--- config.mk ---
export PLATFORM = sky130hd
export DESIGN_NAME = mem_bus_fsm
export DESIGN_NICKNAME = d
export VERILOG_FILES = /design/src/mem_pipe_pkg.sv /design/src/mem_bus_fsm.sv /design/src/mem_bus_timer.sv
export SDC_FILE = /design/constraint.sdc
export NUM_CORES = 1
export LEC_CHECK = 0
export ABC_AREA = 1
export BUFFER_PORTS_ARGS = -buffer_cell sky130_fd_sc_hd__buf_2
export CELL_PAD_IN_SITES_DETAIL_PLACEMENT = 0
export CELL_PAD_IN_SITES_GLOBAL_PLACEMENT = 2
export CORE_MARGIN = 4
export CORE_UTILIZATION = 27
export CTS_CLUSTER_DIAMETER = 40
export DETAILED_ROUTE_END_ITERATION = 7
export PLACE_DENSITY = 0.77
export SLEW_MARGIN = 0
export SYNTH_ARGS = -nofsm -noshare
export SYNTH_HDL_FRONTEND = slang
export SYNTH_SLANG_ARGS = --single-unit
--- constraint.sdc ---
create_clock -name clk_i -period 3.5 [get_ports clk_i]
set_input_delay 0.175 -clock clk_i [delete_from_list [all_inputs] [get_ports clk_i]]
set_output_delay 0.175 -clock clk_i [all_outputs]
set_load 0.01 [all_outputs]
--- src/mem_pipe_pkg.sv ---
// Shared types for the load/store pipeline
// Op, region and fault codes, the memory word view and stage packets
`default_nettype none

package mem_pipe_pkg;

  localparam int XLEN = 32;

  typedef enum logic [2:0]
  {
    e_op_lb,
    e_op_lh,
    e_op_lw,
    e_op_lbu,
    e_op_lhu,
    e_op_sb,
    e_op_sh,
    e_op_sw
  } mem_op_e;

  typedef enum logic [1:0]
  {
    e_size_byte,
    e_size_half,
    e_size_word
  } mem_size_e;

  typedef enum logic [1:0]
  {
    e_region_local,
    e_region_bus,
    e_region_unmapped
  } mem_region_e;

  typedef enum logic [1:0]
  {
    e_fault_none,
    e_fault_misaligned,
    e_fault_access
  } mem_fault_e;

  // One memory word, seen as byte lanes or halfword lanes
  typedef union packed
  {
    logic [3:0][7:0]  bytes;
    logic [1:0][15:0] halves;
  } mem_word_u;

  typedef struct packed
  {
    mem_op_e         op;
    logic [XLEN-1:0] rs1;
    logic [XLEN-1:0] imm;
    logic [XLEN-1:0] rs2;
    logic [4:0]      rd;
  } mem_dispatch_s;

  typedef struct packed
  {
    logic            valid;
    mem_op_e         op;
    mem_size_e       size;
    logic [XLEN-1:0] eaddr;
    logic [3:0]      be;
    mem_word_u       wdata;
    logic [4:0]      rd;
    mem_region_e     region;
    mem_fault_e      fault;
  } mem_access_s;

  typedef struct packed
  {
    logic [4:0]      rd;
    logic [XLEN-1:0] data;
    mem_fault_e      fault;
    logic            is_load;
  } mem_result_s;

  function automatic logic op_is_store(mem_op_e op);
    return op inside {e_op_sb, e_op_sh, e_op_sw};
  endfunction

endpackage

`default_nettype wire

--- src/mem_bus_fsm.sv ---
// External bus master
// Runs one four-phase req/ack transfer per bus access and holds the
// pipe until its result has gone out
`timescale 1ns/100ps
`default_nettype none

module mem_bus_fsm #(
  parameter int unsigned TIMEOUT_CYCLES = 16
) (
  input  logic                               clk_i,
  input  logic                               rst_n_i,
  input  mem_pipe_pkg::mem_access_s          access_i,
  input  logic                               bus_ack_i,
  input  logic [mem_pipe_pkg::XLEN-1:0]      bus_rdata_i,
  output logic                               bus_req_o,
  output logic [mem_pipe_pkg::XLEN-1:0]      bus_addr_o,
  output logic                               bus_we_o,
  output logic [3:0]                         bus_be_o,
  output logic [mem_pipe_pkg::XLEN-1:0]      bus_wdata_o,
  output logic                               stall_o,
  output logic                               ready_o,
  output logic                               done_o,
  output mem_pipe_pkg::mem_word_u            done_data_o,
  output logic                               done_timeout_o
);
  import mem_pipe_pkg::*;

  typedef enum logic [1:0]
  {
    e_st_idle,
    e_st_request,
    e_st_release,
    e_st_done
  } bus_state_e;

  bus_state_e      state_q;
  bus_state_e      state_d;
  logic            start;
  logic            expired;
  logic            owned_q;
  logic            res_q;
  logic [XLEN-1:0] addr_q;
  logic            we_q;
  logic [3:0]      be_q;
  logic [XLEN-1:0] wdata_q;
  mem_word_u       data_q;
  logic            timeout_q;

  // owned_q masks the access still parked in agen after its transfer
  assign start = (state_q == e_st_idle) && !owned_q && access_i.valid
              && (access_i.region == e_region_bus)
              && (access_i.fault == e_fault_none);

  always_comb
  begin
    state_d = state_q;
    case (state_q)
      e_st_idle:
        if (start)
          state_d = e_st_request;
      e_st_request:
        if (bus_ack_i || expired)
          state_d = e_st_release;
      e_st_release:
        if (!bus_ack_i)
          state_d = e_st_done;
      default:
        state_d = e_st_idle;
    endcase
  end

  always_ff @(posedge clk_i)
  begin
    if (!rst_n_i)
    begin
      state_q   <= e_st_idle;
      owned_q   <= 1'b0;
      res_q     <= 1'b0;
      timeout_q <= 1'b0;
    end
    else
    begin
      state_q <= state_d;
      res_q   <= (state_q == e_st_done);
      if (start)
        owned_q <= 1'b1;
      else if (!stall_o)
        owned_q <= 1'b0;
      if (start)
        timeout_q <= 1'b0;
      else if ((state_q == e_st_request) && !bus_ack_i && expired)
        timeout_q <= 1'b1;
    end
  end

  // Bus payload held stable for the whole request phase
  always_ff @(posedge clk_i)
  begin
    if (start)
    begin
      addr_q  <= access_i.eaddr;
      we_q    <= op_is_store(access_i.op);
      be_q    <= access_i.be;
      wdata_q <= access_i.wdata;
    end
    if (state_q == e_st_request)
    begin
      if (bus_ack_i)
        data_q <= bus_rdata_i;
      else if (expired)
        data_q <= '0;
    end
  end

  mem_bus_timer #(
    .TIMEOUT_CYCLES(TIMEOUT_CYCLES)
  ) i_timer (
    .clk_i    (clk_i),
    .rst_n_i  (rst_n_i),
    .run_i    (bus_req_o && !bus_ack_i),
    .expired_o(expired)
  );

  assign bus_req_o   = (state_q == e_st_request);
  assign bus_addr_o  = addr_q;
  assign bus_we_o    = we_q;
  assign bus_be_o    = be_q;
  assign bus_wdata_o = wdata_q;

  // Held through the result cycle so ready follows result_v by one
  assign stall_o = start || (state_q != e_st_idle) || res_q;
  assign ready_o = !stall_o;

  assign done_o         = (state_q == e_st_done);
  assign done_data_o    = data_q;
  assign done_timeout_o = timeout_q;

endmodule

`default_nettype wire

--- src/mem_bus_timer.sv ---
// Bus wait timer
// Counts cycles of an unanswered request and flags the timeout
`timescale 1ns/100ps
`default_nettype none

module mem_bus_timer #(
  parameter int unsigned TIMEOUT_CYCLES = 16
) (
  input  logic clk_i,
  input  logic rst_n_i,
  input  logic run_i,
  output logic expired_o
);

  localparam int unsigned CNT_W = $clog2(TIMEOUT_CYCLES + 1);

  logic [CNT_W-1:0] count_q;

  // Saturates at the limit until run_i drops
  always_ff @(posedge clk_i)
  begin
    if (!rst_n_i || !run_i)
      count_q <= '0;
    else if (!expired_o)
      count_q <= count_q + 1'b1;
  end

  assign expired_o = (count_q == CNT_W'(TIMEOUT_CYCLES));

endmodule

`default_nettype wire

==> impl_results.md <==
* CP delay by family, top: compound AO/OA/AOI/OAI gates
* Final Util at 43.96%
* DR WL/cell at 15.13 microns
* Post-layout power at 3080 uW
* Htree depth at 3
* RePlAce Congestion at 0.8035
* Highest Clock Rate at 497.7 MHz
* RSZ-0062 raised after global routing: no
* Initial core utilization at 27.78%
* Via count at 2889
* Hold Crit Class: primary input to flip-flop
* Max-Cap Viols at 0
* Worst EP required at 3470 ps
* Minimum clock period at 2009 ps
* Root Driver: clkbuf_16
* Detailed placement HPWL at 7763 microns
* Largest net degree at the start of global routing at 37
* Synth area leaders: edfxtp_1 (78%), dfxtp_1 (5.2%), nand2_1 (4.4%)
* Initial antenna violation count at 1
* Layout Nets at 660
* Final period util at 57.41%
* Hold Path End: bus_wdata_o[5]$_DFFE_PP_
* DR iter-0 viols at 172
* Vias in the first global route at 2906
* Initial DRT Pass Iterations at 4
* Clock slew at reported path FFs at 80 ps
* Antenna viol nets, final at 0
* Synth area leader: edfxtp_1
* Count leader, synth: edfxtp_1
* Ys async rst share at 0%
* Main synth FF type: edfxtp_1
* Crit-path cells: inv_1 > ha_1 > nand2_1 > clkinv_1 > nand2_4 > a21oi_4
* Via/cell ratio at 4.007
* Setup-failing EPs final at 0
* CP Max Fanout at 32
* Maximum VDD drop at 322.1 uV
* Post-Route WL at 10910 microns
* Post-Syn Instances at 246
* Synth top area share at 78.04%
* Clock Sinks at 111
* CTS max path bufs at 2
* Cell area after synthesis at 3886 sq um
* Number of flops mapped to enable cells by yosys at 101
* End of the worst register-to-register path: done_data_o[3]$_SDFFCE_PN0P_
* IO buf count at 216
* Die width at 128.0 microns
* Total grt overflow at 0
* P_leak at 0.002799 uW
* Worst endpoint data arrival time at 1970 ps
* Total track usage at 12.49%
* I/O pin count at 224
* Share of cells above drive strength 1 at 44.73%
* Pwr Density at 500.8 nW/um^2
* Critical path endpoint category: flip-flop
* Residual DRC at 0
* Syn_nets at 370
* Ant diodes at 0
* Most common library cells after synthesis: edfxtp_1 (101), nand2_1 (46), inv_1 (45)
* Setup TNS at 0 ps
* Critical path's largest stage delay at 820 ps
* Filler Cell Count at 1309
* Layout Area Growth over Synthesis at 58.24%
* Slowest cell on the critical path: a21oi_4
* Worst r2r src: i_timer.count_q[0]$_SDFFE_PP0N_
* Syn avg cell area at 15.80 sq um
* Die ar. at 16380 sq um
* R2r setup slk at 1490 ps
* Core area at 13990 sq um
* Sequential area share after synthesis at 83.19%
* CP Launch Point: i_timer.count_q[0]$_SDFFE_PP0N_
* # resized after CTS at 0
* CP Class: flip-flop to flip-flop
* Synthesis-stage register bit count at 111
* Slew @ Worst Pin at 1043 ps
* Max-slew violations at 0
* CTS tree: done
* Final hold violations at 0
* CP Launch Type: flip-flop
* Fin Clk Skew at 10.20 ps
* Hold wc startpoint: access_i[14]
* Worst skew pair latency at 350 ps
* Ys Warns at 0
* Status: complete, no violations
* Total CTS buffers at 9
* First-pass GRT wire length at 15770 microns
* Slew HR at 30.34%
* Cell variety after synth at 23
* Placement Rows at 43
* Critical path buffers and inverters at 2
* Hold Crit Depth at 1
* Worst reg-to-reg path cell count at 6
* Die height at 128.0 microns
==> sequential cells by signal, summed over array words and instances, names as in the netlist <==
name and flops:
owned_q 1, bus_be_o 4, done_timeout_o 1, res_q 1, done_data_o 32, bus_wdata_o 32, bus_we_o 1, state_q 2
i_timer.count_q 5, bus_addr_o 32
==> through the flow <==
stage / cells / hold WS (ps) / setup slack, ps / area [sq um]
4_1_cts: 718 / 0.1082 / 1404 / 6120
3_3_place_gp: 641 / 352.1 / 1433 / 5206
6_report: 721 / 15.52 / 1491 / 6150
3_5_place_dp: 641 / 353.5 / 1404 / 5206
2_1_floorplan: 246 / 272.6 / 755.1 / 3886
5_1_grt: 721 / 1.433 / 1282 / 6150
==> power breakdown <==
group / internal [uW] / total (uW) / switching (uW)
combinational: 218 / 488 / 270
sequential: 1550 / 1570 / 28.2
clock: 507 / 1020 / 510
total: 2270 / 3080 / 808
==> how the worst max path moves through the flow <==
stage,to,depth (start not counted)
finish,done_data_o[3]$_SDFFCE_PN0P_,6
global route,done_data_o[31]$_SDFFCE_PN0P_,6
CTS,done_data_o[7]$_SDFFCE_PN0P_,6
detailed placement,done_data_o[18]$_SDFFCE_PN0P_,4
global placement,done_data_o[19]$_SDFFCE_PN0P_,4
floorplan,done_data_o[0]$_SDFFCE_PN0P_,6
==> metal layers <==
layer | GRT usage, % | vias to the layer above | wire (microns)
li1 | - | 1401 | -
met1 | 14.00 | 1315 | 4081
met2 | 21.75 | 152 | 5384
met3 | 4.250 | 19 | 1171
met4 | 5.056 | 2 | 257
met5 | 0 | - | 13
==> logic make-up (layout without fill, tap and decap cells) <==
kind of cell               Yosys count  in the layout  synth area share [%]
AOI/OAI and AO/OA                   11             11                 1.900
xor gates and xnor gates             2              2                0.4508
adders and majority gates            6              6                 1.932
buffers and inverters               50            345                 4.958
DFF                                111            111                 83.19
and+or+nand+nor                     66             66                 7.566
==> what timing repair did <==
item / in CTS / in global routing
hold endpoints to repair: 61 / 3
hold buffers: 61 / 3
buffers inserted: 0 / 0
==> layout make-up <==
| class | count | area (sq um) | area share, % |
|---|---|---|---|
| Clock buffer | 9 | 225.2 | 3.662 |
| Clock inverter | 7 | 77.57 | 1.261 |
| Inverter | 46 | 172.7 | 2.808 |
| Multi-Input combinational cell | 85 | 471.7 | 7.670 |
| Sequential cell | 111 | 3233 | 52.57 |
| Tap cell | 180 | 225.2 | 3.662 |
| Timing Repair Buffer | 283 | 1744 | 28.36 |
==> placed cells by master, fill, tap and decap left out <==
cell type / n
a21boi_4: 1
inv_2: 1
nor3b_2: 1
o21bai_1: 1
inv_8: 1
edfxtp_1: 101
clkinv_8: 2
ha_1: 6
or2_0: 1
clkinv_1: 1
o21ai_1: 1
clkinv_4: 1
a21oi_4: 1
nand3b_1: 1
nand2_4: 1
dlygate4sd3_1: 64
dfxtp_1: 10
clkinvlp_4: 1
nor3_1: 1
buf_4: 3
o21a_1: 1
buf_2: 216
nand2_1: 46
inv_1: 44
xor2_1: 1
nor2_1: 7
nand3_1: 6
a21oi_1: 5
clkbuf_16: 9
xnor2_1: 1
nor2_4: 2
o21ai_0: 1
inv_6: 2
(Power assumes the default switching activity.)
