### src/mem_pipe_pkg.sv
// Shared types for the load/store pipeline
// Op, region and fault codes, the memory word view and stage packets
`default_nettype none

package mem_pipe_pkg;

  localparam int XLEN = 32;

  typedef enum logic [2:0]
  {
    e_op_lb,
    e_op_lh,
    e_op_lw,
    e_op_lbu,
    e_op_lhu,
    e_op_sb,
    e_op_sh,
    e_op_sw
  } mem_op_e;

  typedef enum logic [1:0]
  {
    e_size_byte,
    e_size_half,
    e_size_word
  } mem_size_e;

  typedef enum logic [1:0]
  {
    e_region_local,
    e_region_bus,
    e_region_unmapped
  } mem_region_e;

  typedef enum logic [1:0]
  {
    e_fault_none,
    e_fault_misaligned,
    e_fault_access
  } mem_fault_e;

  // One memory word, seen as byte lanes or halfword lanes
  typedef union packed
  {
    logic [3:0][7:0]  bytes;
    logic [1:0][15:0] halves;
  } mem_word_u;

  typedef struct packed
  {
    mem_op_e         op;
    logic [XLEN-1:0] rs1;
    logic [XLEN-1:0] imm;
    logic [XLEN-1:0] rs2;
    logic [4:0]      rd;
  } mem_dispatch_s;

  typedef struct packed
  {
    logic            valid;
    mem_op_e         op;
    mem_size_e       size;
    logic [XLEN-1:0] eaddr;
    logic [3:0]      be;
    mem_word_u       wdata;
    logic [4:0]      rd;
    mem_region_e     region;
    mem_fault_e      fault;
  } mem_access_s;

  typedef struct packed
  {
    logic [4:0]      rd;
    logic [XLEN-1:0] data;
    mem_fault_e      fault;
    logic            is_load;
  } mem_result_s;

  function automatic logic op_is_store(mem_op_e op);
    return op inside {e_op_sb, e_op_sh, e_op_sw};
  endfunction

endpackage

`default_nettype wire

### src/mem_result.sv
// Result stage
// Selects scratchpad or bus data, extends loads and registers the
// result packet with its fault code
`timescale 1ns/100ps
`default_nettype none

module mem_result (
  input  logic                      clk_i,
  input  logic                      rst_n_i,
  input  mem_pipe_pkg::mem_access_s access_i,
  input  mem_pipe_pkg::mem_word_u   spad_rdata_i,
  input  logic                      bus_done_i,
  input  mem_pipe_pkg::mem_word_u   bus_data_i,
  input  logic                      bus_timeout_i,
  output logic                      result_v_o,
  output mem_pipe_pkg::mem_result_s result_o
);
  import mem_pipe_pkg::*;

  mem_access_s     local_q;
  logic            local_take;
  mem_access_s     sel;
  mem_word_u       word;
  mem_fault_e      fault;
  logic [7:0]      ld_byte;
  logic [15:0]     ld_half;
  logic [XLEN-1:0] data;
  logic            result_v_q;
  mem_result_s     result_q;

  // Everything except a clean bus access follows the scratchpad timing
  assign local_take = access_i.valid
                   && !((access_i.region == e_region_bus)
                        && (access_i.fault == e_fault_none));

  always_ff @(posedge clk_i)
  begin
    if (!rst_n_i)
      local_q <= '0;
    else if (local_take)
      local_q <= access_i;
    else
      local_q.valid <= 1'b0;
  end

  always_comb
  begin
    sel   = local_q;
    word  = spad_rdata_i;
    fault = local_q.fault;
    if (bus_done_i)
    begin
      sel   = access_i;
      word  = bus_data_i;
      fault = bus_timeout_i ? e_fault_access : e_fault_none;
    end
    ld_byte = word.bytes[sel.eaddr[1:0]];
    ld_half = word.halves[sel.eaddr[1]];
    case (sel.op)
      e_op_lb:  data = {{(XLEN-8){ld_byte[7]}}, ld_byte};
      e_op_lbu: data = {{(XLEN-8){1'b0}}, ld_byte};
      e_op_lh:  data = {{(XLEN-16){ld_half[15]}}, ld_half};
      e_op_lhu: data = {{(XLEN-16){1'b0}}, ld_half};
      e_op_lw:  data = word;
      default:  data = '0;
    endcase
    if (fault != e_fault_none)
      data = '0;
  end

  always_ff @(posedge clk_i)
  begin
    if (!rst_n_i)
      result_v_q <= 1'b0;
    else
      result_v_q <= bus_done_i || local_q.valid;
  end

  always_ff @(posedge clk_i)
  begin
    result_q.rd      <= sel.rd;
    result_q.data    <= data;
    result_q.fault   <= fault;
    result_q.is_load <= !op_is_store(sel.op);
  end

  assign result_v_o = result_v_q;
  assign result_o   = result_q;

endmodule

`default_nettype wire

### config.mk
export PLATFORM = sky130hd
export DESIGN_NAME = mem_result
export DESIGN_NICKNAME = d
export VERILOG_FILES = /design/src/mem_pipe_pkg.sv /design/src/mem_result.sv
export SDC_FILE = /design/constraint.sdc
export NUM_CORES = 1
export LEC_CHECK = 0
export BUFFER_PORTS_ARGS = -buffer_cell sky130_fd_sc_hd__buf_2
export CAP_MARGIN = 20
export CORE_MARGIN = 5
export CORE_UTILIZATION = 46
export CTS_CLUSTER_SIZE = 10
export DETAILED_ROUTE_END_ITERATION = 8
export GPL_ROUTABILITY_DRIVEN = 0
export HOLD_SLACK_MARGIN = 0.03
export PLACE_DENSITY = 0.83
export SETUP_SLACK_MARGIN = 0.5
export SYNTH_ARGS = -nofsm -noshare
export SYNTH_HDL_FRONTEND = slang
export SYNTH_SLANG_ARGS = --single-unit
### constraint.sdc
create_clock -name clk_i -period 4.9 [get_ports clk_i]
set_input_delay 0.735 -clock clk_i [delete_from_list [all_inputs] [get_ports clk_i]]
set_output_delay 0.735 -clock clk_i [all_outputs]
set_load 0.005 [all_outputs]
==> results.yml, run 1 <==
sta:
  rsz0062_at_grt: "no"
  finalHoldViolCount: 0
  slew_at_the_pin_with_the_worst_max_slew_slack_ns: 1.04
  worst_setup_skew_after_layout_ns: 0.00977
  setup_viol: 0
  slew_headroom: 0.302
  timing_max_transition_violations_final: 0
  period_share: 0.571
  timing.final.crit_period_ns: 2.80
  hold-worst-slack_ns: 0.455
  setup-tns-final_ns: 0
  max_clock_freq_mhz: 357
yosys:
  yosys_most_used_dff: "sky130_fd_sc_hd__dfxtp_1"
  postSynthCellCount: 308
  mappedNetlistNets: 459
  synthesized_cell_area_sq_um: 3050
  synth_enable_flop_cells: 0
  synthesis.yosys.warnings: 0
  synth-seq-area-share: 0.354
  synth_cell_types: 36
  asyncSetResetFlopFracSynth: 0
  flip_flop_and_latch_count_after_synthesis: 54
  average_footprint_of_a_synthesized_cell_sq_um: 9.91
cells_and_area:
  layout-drive-gt1-share: 0.533
  area_of_combinational_cells_with_multiple_inputs_sq_um: 1840
  fin_nets: 570
  instances_no_fill: 497
  seq_area_sq_um: 1080
  diodes: 0
  filler_cell_count: 576
  areaGrowthSynthToFinish_pct: 24.1
placed_design:
  portBuffers: 123
  hpwl_um: 6410
  post-place-cells: 489
clock_network:
  clkSinkCount: 54
  cts.path.max_buffers: 2
  clock_latency_ns: 0.31
  postCtsHoldBufs: 0
  post-cts-setup-buffers: 0
  cts_repair_resize_count: 0
  cts.reportedPaths.clkPinSlew_ns: 0.10
  cts_made_buffers: 5
  cts_root_buf: "sky130_fd_sc_hd__clkbuf_8"
  number_of_h_tree_levels: 2
  tritoncts: "built"
power:
  p_leak_nw: 1.68
  cellPowerDensity_nw_per_um2: 275
  power_w: 0.00104
  peakVddDrop_v: 0.000141
floorplanning:
  initial_core_util: 0.478
  top_level_pins: 192
  fp.dieArea_sq_um: 8370
  rows: 29
  coreArea_sq_um: 6390
  floorplan.die.height_um: 91.5
  die_w_um: 91.5
global_routing:
  number_of_antenna_violations_at_the_first_check_in_global_routing: 0
  grt_start_max_net_pins: 38
  grt_pass1_vias: 2863
  grt_first_pass_wirelength_um: 13800
  overflow: 0
  grt_use_total: 0.198
setup_path:
  criticalPathCategory: "primary input to flop"
  worstPathArrival_ns: 2.95
  start_kind: "primary input"
  crit_path_cell_trace: "buf_2, buf_4, mux2_2, mux2i_1, o32a_1, o41a_4, a21oi_1"
  worst-path-max-fanout: 36
  critical_path.max_stage_delay_ns: 0.45
  timing.critical_path.to_type: "flop"
  crit_required_ns: 5.05
  crit_path_top_delay_cell: "sky130_fd_sc_hd__mux2_2"
drt:
  detailedRoute.firstIterationViolations: 223
  dr_total_vias: 2750
  routed_via_density: 5.53
  detail_route.wl_per_cell_um: 17.1
  drtAntennaViolNets: 0
  finalWirelength_um: 8500
  drc: 0
  drt_first_pass_iters: 4
status:
  run_status: "finished clean"
job:
  maxCapViolations: 0
worst_hold_path:
  holdCritPathClass: "flop to flop"
==> worst max-delay path, delay by kind of cell <==
family | cells | cell delay (ns)
AOI/OAI and AO/OA | 3 | 0.95
buffers and inverters | 2 | 0.64
muxes | 2 | 0.61
==> worst paths after layout <==
kind	from	slack, ns	depth (start not counted)	to
setup / recovery	bus_done_i	2.10	7	result_o[33]$_SDFF_PP0_
hold / removal	local_q[82]$_SDFF_PN0_	0.46	2	result_v_o$_SDFF_PN0_
setup reg to reg	local_q[79]$_SDFFE_PN0N_	2.77	4	result_o[5]$_SDFF_PP0_
hold reg to reg	local_q[82]$_SDFF_PN0_	0.46	2	result_v_o$_SDFF_PN0_
==> layout by cell type, fill, tap and decap left out, types with 6 or more instances in the layout <==
cell type,netlist,routed
sky130_fd_sc_hd__a21oi_1,25,25
sky130_fd_sc_hd__mux2i_1,23,23
sky130_fd_sc_hd__a222oi_1,7,7
sky130_fd_sc_hd__dfxtp_1,54,54
sky130_fd_sc_hd__a21oi_2,11,11
sky130_fd_sc_hd__buf_4,2,6
sky130_fd_sc_hd__nor2_1,27,27
sky130_fd_sc_hd__a22oi_1,7,7
sky130_fd_sc_hd__mux2_2,69,69
sky130_fd_sc_hd__buf_2,10,123
sky130_fd_sc_hd__nand2_1,20,20
sky130_fd_sc_hd__o22ai_1,7,7
==> flip-flops by register name (all words and copies together) (netlist names) <==
register    count
result_o       40
local_q        13
result_v_o      1
==> area by class of cell <==
| cell class | instances | share of cell area |
|---|---|---|
| clock inverters | 2 | 0.00429 |
| flip-flops and latches | 54 | 0.285 |
| clock buffers | 6 | 0.0192 |
| inverters | 2 | 0.00198 |
| multi-input cells | 226 | 0.485 |
| well taps | 77 | 0.0254 |
| repair buffers | 130 | 0.178 |
==> logic make-up (layout without fill, tap and decap cells) <==
logic type | Yosys count | in the layout | share of synthesized area
DFF | 54 | 54 | 0.354
AOI/OAI and AO/OA | 70 | 70 | 0.164
muxes | 93 | 93 | 0.334
and+or+nand+nor | 59 | 59 | 0.0877
buffers and inverters | 28 | 140 | 0.0484
xor gates and xnor gates | 4 | 4 | 0.0115
==> synth_stat cells (2+ instances only) <==
cell type	instances	share of area
sky130_fd_sc_hd__buf_4	2	0.0049
sky130_fd_sc_hd__dfxtp_1	54	0.35
sky130_fd_sc_hd__a21oi_2	11	0.032
sky130_fd_sc_hd__buf_2	10	0.016
sky130_fd_sc_hd__a2bb2oi_1	2	0.0057
sky130_fd_sc_hd__o21ai_0	2	0.0033
sky130_fd_sc_hd__nor2_1	27	0.033
sky130_fd_sc_hd__xnor2_1	4	0.011
sky130_fd_sc_hd__o21bai_1	3	0.0074
sky130_fd_sc_hd__nand3_1	2	0.0033
sky130_fd_sc_hd__a222oi_1	7	0.023
sky130_fd_sc_hd__clkbuf_1	7	0.0086
sky130_fd_sc_hd__nor3_1	2	0.0033
sky130_fd_sc_hd__buf_1	4	0.0049
sky130_fd_sc_hd__a22oi_1	7	0.017
sky130_fd_sc_hd__mux2_2	69	0.25
sky130_fd_sc_hd__mux2i_1	23	0.075
sky130_fd_sc_hd__inv_1	2	0.0025
sky130_fd_sc_hd__a21oi_1	25	0.041
sky130_fd_sc_hd__buf_6	3	0.011
sky130_fd_sc_hd__nor2b_1	2	0.0041
sky130_fd_sc_hd__o22ai_1	7	0.014
sky130_fd_sc_hd__nand2_1	20	0.025
==> through the flow <==
step           area, sq um  utilization  worst slack (ns)
2_1_floorplan         3050            -              2.65
3_3_place_gp          3680        0.577              1.78
3_5_place_dp          3700        0.579              1.77
4_1_cts               3790        0.593              2.12
5_1_grt               3790        0.593              1.99
6_report              3790        0.593              2.10
==> power by group <==
group	internal, W	switching [W]	total, W
combinational	0.000144	0.000147	0.000291
sequential	0.000481	0.0000142	0.000495
clock	0.000103	0.000154	0.000257
total	0.000728	0.000315	0.00104
==> metal layers <==
layer / share of wire / up-vias / global-route usage
li1: - / 1350 / -
met1: 0.43 / 1264 / 0.256
met4: 0.010 / 0 / 0.0428
met3: 0.083 / 8 / 0.0545
met5: 0 / - / 0
met2: 0.47 / 128 / 0.328
Power figures use the tool's default switching activity.
==> run 2: changes to the inputs <==
Settings changed: ABC_AREA from default to 1, CORE_UTILIZATION 46 to 43, PLACE_DENSITY 0.83 to 0.8.
Clock period 4.9 ns to 2.7 ns, I/O delays scaled along.
==> run 2 against run 1 <==
  * Register-to-register slack got worse by 1.8 ns
  * Final area decreased by 3.7%
  * Sequential cell count did not move
  * Global-route usage down 0.88 points
  * Sequential power grew 79%
  * Count of clock-buffer cells in the layout up 1
  * Clock power grew 68%
  * Die area is 2.7% higher
  * Routed wire length is 1.3% lower
  * Largest power group unchanged
==> results.yml, run 2 <==
status:
  run_status: "finished clean"
yosys:
  mappedNetlistNets: 592
  synthesized_cell_area_sq_um: 2940
  synth-seq-area-share: 0.368
  average_footprint_of_a_synthesized_cell_sq_um: 6.67
  synth.top_cells.by_area: "sky130_fd_sc_hd__dfxtp_1 37%, sky130_fd_sc_hd__nand2_1 18%, sky130_fd_sc_hd__nor2_1 9.4%"
  synthesis.yosys.warnings: 0
  synth.most_common_cell: "sky130_fd_sc_hd__nand2_1"
  flip_flop_and_latch_count_after_synthesis: 54
  post-synth-top-area-fraction: 0.368
  most_used_standard_cells_in_the_synthesized_netlist: "141 x sky130_fd_sc_hd__nand2_1, 74 x sky130_fd_sc_hd__nor2_1, 54 x sky130_fd_sc_hd__dfxtp_1, 41 x sky130_fd_sc_hd__inv_1, 29 x sky130_fd_sc_hd__a21oi_1"
  postSynthCellCount: 441
  yosys_most_used_dff: "sky130_fd_sc_hd__dfxtp_1"
  synth_top_cell_by_area: "sky130_fd_sc_hd__dfxtp_1"
  synth_enable_flop_cells: 0
  synth_cell_types: 26
  asyncSetResetFlopFracSynth: 0
setup_path:
  worstPathArrival_ns: 2.18
  start_kind: "primary input"
  criticalPathCategory: "primary input to flop"
  crit_required_ns: 2.93
  timing.critical_path.to_type: "flop"
  worst-path-max-fanout: 20
global_routing:
  grt_use_total: 0.189
  grt_start_max_net_pins: 32
  overflow: 0
  grt_first_pass_wirelength_um: 13300
  number_of_antenna_violations_at_the_first_check_in_global_routing: 0
  grt_pass1_vias: 2958
floorplanning:
  initial_core_util: 0.438
  fp.dieArea_sq_um: 8600
  floorplan.die.height_um: 92.7
  die_w_um: 92.7
  rows: 30
  top_level_pins: 192
  coreArea_sq_um: 6720
cells_and_area:
  diodes: 0
  layout-drive-gt1-share: 0.285
  final_common_cell: "sky130_fd_sc_hd__nand2_1"
  layout.cells.most_common_list: "141 x sky130_fd_sc_hd__nand2_1, 123 x sky130_fd_sc_hd__buf_2, 74 x sky130_fd_sc_hd__nor2_1"
  area_of_combinational_cells_with_multiple_inputs_sq_um: 1550
  instances_no_fill: 637
  filler_cell_count: 687
  final_util: 0.543
  seq_area_sq_um: 1080
  final_instance_area_sq_um: 3650
  fin_nets: 708
  areaGrowthSynthToFinish_pct: 24.0
  largest_register_ff_count: 40
drt:
  drc: 0
  dr_total_vias: 3182
  detailedRoute.firstIterationViolations: 156
  drt_first_pass_iters: 4
  finalWirelength_um: 8390
  drtAntennaViolNets: 0
  detail_route.wl_per_cell_um: 13.2
  routed_via_density: 5.00
placed_design:
  hpwl_um: 6360
  postPlaceCellArea_sq_um: 3570
  portBuffers: 123
  post-place-cells: 630
clock_network:
  clock_latency_ns: 0.30
  cts.reportedPaths.clkPinSlew_ns: 0.09
  postCtsHoldBufs: 0
  number_of_h_tree_levels: 2
  cts.path.max_buffers: 2
  cts_root_buf: "sky130_fd_sc_hd__clkbuf_8"
  tritoncts: "built"
  cts_repair_resize_count: 0
  post-cts-setup-buffers: 0
  clkSinkCount: 54
  cts_made_buffers: 5
sta:
  max_clock_freq_mhz: 513
  timing.final.crit_period_ns: 1.95
  slew_at_the_pin_with_the_worst_max_slew_slack_ns: 0.556
  finalHoldViolCount: 0
  worst_setup_skew_after_layout_ns: 0.00460
  timing_max_transition_violations_final: 0
  period_share: 0.722
  setup-tns-final_ns: 0
  setup_viol: 0
  slew_headroom: 0.628
  rsz0062_at_grt: "no"
power:
  cellPowerDensity_nw_per_um2: 493
  power_w: 0.00180
  peakVddDrop_v: 0.000199
  p_leak_nw: 2.07
job:
  maxCapViolations: 0
worst_hold_path:
  holdCritPathClass: "primary input to flop"
==> run 2: cell types whose count changed in the layout (fill, tap and decap cells not counted), sizes merged, moves of 7 or more <==
cell	change
a22oi	-7
nand3	+20
inv	+41
o21ai	+11
nand2	+127
nor2	+47
a222oi	-7
o22ai	-7
mux2	-69
==> run 2: critical path, stage by stage <==
cell                       delay [ns]
sky130_fd_sc_hd__buf_2           0.15
sky130_fd_sc_hd__buf_4           0.27
sky130_fd_sc_hd__nand2_1         0.08
sky130_fd_sc_hd__nand2_1         0.08
sky130_fd_sc_hd__buf_4           0.25
sky130_fd_sc_hd__nand2_1         0.11
sky130_fd_sc_hd__nand3_1         0.14
sky130_fd_sc_hd__nand3b_4        0.27
sky130_fd_sc_hd__inv_2           0.23
sky130_fd_sc_hd__nor2_1          0.07
sky130_fd_sc_hd__nor2_1          0.10
==> run 2: area by class of cell <==
cell class | count | share of cell area
multi-input cells | 322 | 0.424
inverters | 45 | 0.0470
clock buffers | 7 | 0.0209
well taps | 80 | 0.0274
flip-flops and latches | 54 | 0.296
repair buffers | 129 | 0.184
==> run 2: cells by family (layout without fill, tap and decap cells) <==
| kind of cell | count (synthesis) | count (layout) | share of synthesized area |
|---|---|---|---|
| and+or+nand+nor | 245 | 245 | 0.337 |
| buffers and inverters | 65 | 181 | 0.107 |
| AOI/OAI and AO/OA | 56 | 56 | 0.117 |
| DFF | 54 | 54 | 0.368 |
| muxes | 21 | 21 | 0.0715 |
==> run 2: worst paths after layout <==
path                            start                       to  slack [ns]  cells after the start
max                        bus_done_i  result_o[11]$_SDFF_PP0_        0.75                     11
min                       access_i[6]     result_o[37]$_DFF_P_        0.31                      3
max reg2reg  local_q[46]$_SDFFE_PN0N_  result_o[11]$_SDFF_PP0_        0.97                      9
min reg2reg    local_q[82]$_SDFF_PN0_    result_v_o$_SDFF_PN0_        0.44                      2
==> run 2: per-stage QoR <==
step	setup slack [ns]	hold WS, ns
final	0.749	0.307
after global routing	0.614	0.317
after CTS	0.766	0.301
after detailed placement	0.449	0.427
after global placement	0.485	0.418
after floorplan	1.15	0.411
==> run 2: per-layer routing <==
layer,wire length [um],track usage,up-vias,part of all wire
met2,4190,0.329,109,0.50
li1,-,-,1597,-
met5,0,0,-,0
met1,3370,0.222,1454,0.40
met4,269,0.0879,0,0.032
met3,562,0.0382,22,0.067
==> run 2: power breakdown <==
| part | leakage (nW) | switching (W) | total [W] | internal [W] |
|---|---|---|---|---|
| clock network | 0.0383 | 0.000251 | 0.000431 | 0.000180 |
| logic | 1.58 | 0.000287 | 0.000481 | 0.000195 |
| registers | 0.445 | 0.0000201 | 0.000885 | 0.000865 |
==> run 3: changes to the inputs <==
Clock period 2.7 ns to 1.8 ns, I/O delays scaled along.
==> run 3 against run 2 <==
  * Combinational power up 82%
  * Utilization up 6.5 points
  * Total power up 68%
  * Clock skew up 0.0037 ns
  * Sequential power up 50%
  * Critical path type is now flop to flop
  * Largest cell class unchanged
==> results.yml, run 3 (synthesis gave the netlist of run 2 again) <==
power:
  comb_power_share: 0.290
  cellPowerDensity_nw_per_um2: 738
  p_leak_nw: 2.23
  p_int_w: 0.00208
  swShare: 0.311
  clock_power_share: 0.268
  p_switching_w: 0.000935
  power_frac_seq: 0.441
  peakVddDrop_v: 0.000305
global_routing:
  overflow: 0
  grt_first_pass_wirelength_um: 14300
  grt_start_max_net_pins: 33
  grt_pass1_vias: 3206
  grt_use_total: 0.202
  number_of_antenna_violations_at_the_first_check_in_global_routing: 0
setup_path:
  timing.critical_path.to_type: "flop"
  crit_required_ns: 2.04
  criticalPathCategory: "flop to flop"
  start_kind: "flop"
  worst-path-max-fanout: 16
  worstPathArrival_ns: 1.58
job:
  maxCapViolations: 0
cells_and_area:
  layout.cells.most_common_list: "132 x sky130_fd_sc_hd__nand2_1, 122 x sky130_fd_sc_hd__buf_2, 71 x sky130_fd_sc_hd__nor2_1"
  largest_register_ff_count: 40
  diodes: 0
  layout-drive-gt1-share: 0.363
  final_util: 0.608
  fin_nets: 721
  final_common_cell: "sky130_fd_sc_hd__nand2_1"
  areaGrowthSynthToFinish_pct: 38.8
  instances_no_fill: 651
  filler_cell_count: 599
floorplanning:
  rows: 30
  floorplan.die.height_um: 92.7
  coreArea_sq_um: 6720
  fp.dieArea_sq_um: 8600
  initial_core_util: 0.438
  die_w_um: 92.7
  top_level_pins: 192
sta:
  max_clock_freq_mhz: 745
  slew_at_the_pin_with_the_worst_max_slew_slack_ns: 0.275
  slew_headroom: 0.812
  rsz0062_at_grt: "yes"
  worst_setup_skew_after_layout_ns: 0.00834
  setup-tns-final_ns: 0
  setup_viol: 0
  finalHoldViolCount: 0
  period_share: 0.746
  timing_max_transition_violations_final: 0
  timing.final.crit_period_ns: 1.34
clock_network:
  tritoncts: "built"
  cts.path.max_buffers: 2
  number_of_h_tree_levels: 2
  clock_latency_ns: 0.30
  clkSinkCount: 54
  cts_root_buf: "sky130_fd_sc_hd__clkbuf_8"
  cts_made_buffers: 5
  cts.reportedPaths.clkPinSlew_ns: 0.10
drt:
  drc: 0
  dr_total_vias: 3244
  drtAntennaViolNets: 0
  detailedRoute.firstIterationViolations: 160
  finalWirelength_um: 9240
  detail_route.wl_per_cell_um: 14.2
  routed_via_density: 4.98
  drt_first_pass_iters: 4
status:
  run_status: "finished clean"
placed_design:
  portBuffers: 123
  post-place-cells: 635
  hpwl_um: 6490
worst_hold_path:
  holdCritPathClass: "primary input to flop"
run 3: changes by cell type in the layout (fill, tap and decap cells not counted), sizes merged:
cell    change
buf        +12
bufinv      +1
clkbuf      -1
clkinv      +2
run 3: stage by stage:
step | setup slack [ns] | hold WS, ns | power [W] | cell area, sq um
after floorplan | 0.435 | 0.376 | 0.00182 | 2990
after global placement | -0.00750 | 0.420 | 0.00209 | 3710
after detailed placement | -0.0689 | 0.426 | 0.00212 | 3710
after CTS | 0.486 | 0.167 | 0.00296 | 3940
after global routing | 0.410 | 0.163 | 0.00317 | 4080
final | 0.458 | 0.175 | 0.00301 | 4080
run 3: what timing repair did:
action                                  4_1_cts  5_1_grt
buffers inserted                              5        1
endpoints found under the setup margin       32       32
hold buffers                                  0        0
gates cloned                                  1        1
pin swaps                                     3       19
gates resized for setup                      19       32
run 3: layout make-up:
class | instances | area [sq um] | area share
timing repair buffer | 142 | 868 | 0.213
tap | 80 | 100 | 0.0245
multi-input combinational | 322 | 1740 | 0.426
clock inverter | 3 | 40.0 | 0.00981
inverter | 45 | 181 | 0.0444
clock buffer | 5 | 68.8 | 0.0169
sequential | 54 | 1080 | 0.266
run 3: per-layer routing:
| metal | track usage | vias to the layer above | share of wire |
|---|---|---|---|
| met5 | 0 | - | 0 |
| met3 | 0.0406 | 19 | 0.060 |
| met4 | 0.0574 | 0 | 0.022 |
| met1 | 0.233 | 1479 | 0.39 |
| met2 | 0.375 | 119 | 0.53 |
| li1 | - | 1627 | - |
run 3: critical path: stages, from the launching register on:
cell,delay (ns)
sky130_fd_sc_hd__dfxtp_1,0.32
sky130_fd_sc_hd__inv_1,0.07
sky130_fd_sc_hd__nand2_1,0.09
sky130_fd_sc_hd__nand2_4,0.12
sky130_fd_sc_hd__nand3_4,0.13
sky130_fd_sc_hd__a21oi_4,0.18
sky130_fd_sc_hd__buf_12,0.17
sky130_fd_sc_hd__nor2_1,0.06
sky130_fd_sc_hd__a21oi_2,0.13
run 3: worst paths after layout:
path / start / end / slack (ns) / cells past startpoint
worst max-delay path: local_q[80]$_SDFFE_PN0N_ / result_o[24]$_SDFF_PP0_ / 0.46 / 8
worst min register to register: local_q[82]$_SDFF_PN0_ / result_v_o$_SDFF_PN0_ / 0.45 / 2
worst max register to register: local_q[80]$_SDFFE_PN0N_ / result_o[24]$_SDFF_PP0_ / 0.46 / 8
worst min-delay path: access_i[4] / result_o[35]$_DFF_P_ / 0.17 / 3
run 3: power groups by stage:
stage / Clock [W] / Combinational, W / Sequential, W
2_1_floorplan: 0 / 0.000454 / 0.00137
6_report: 0.000809 / 0.000875 / 0.00133
3_3_place_gp: 0 / 0.000741 / 0.00135
3_5_place_dp: 0 / 0.000761 / 0.00136
5_1_grt: 0.000876 / 0.000958 / 0.00134
4_1_cts: 0.000822 / 0.000807 / 0.00133
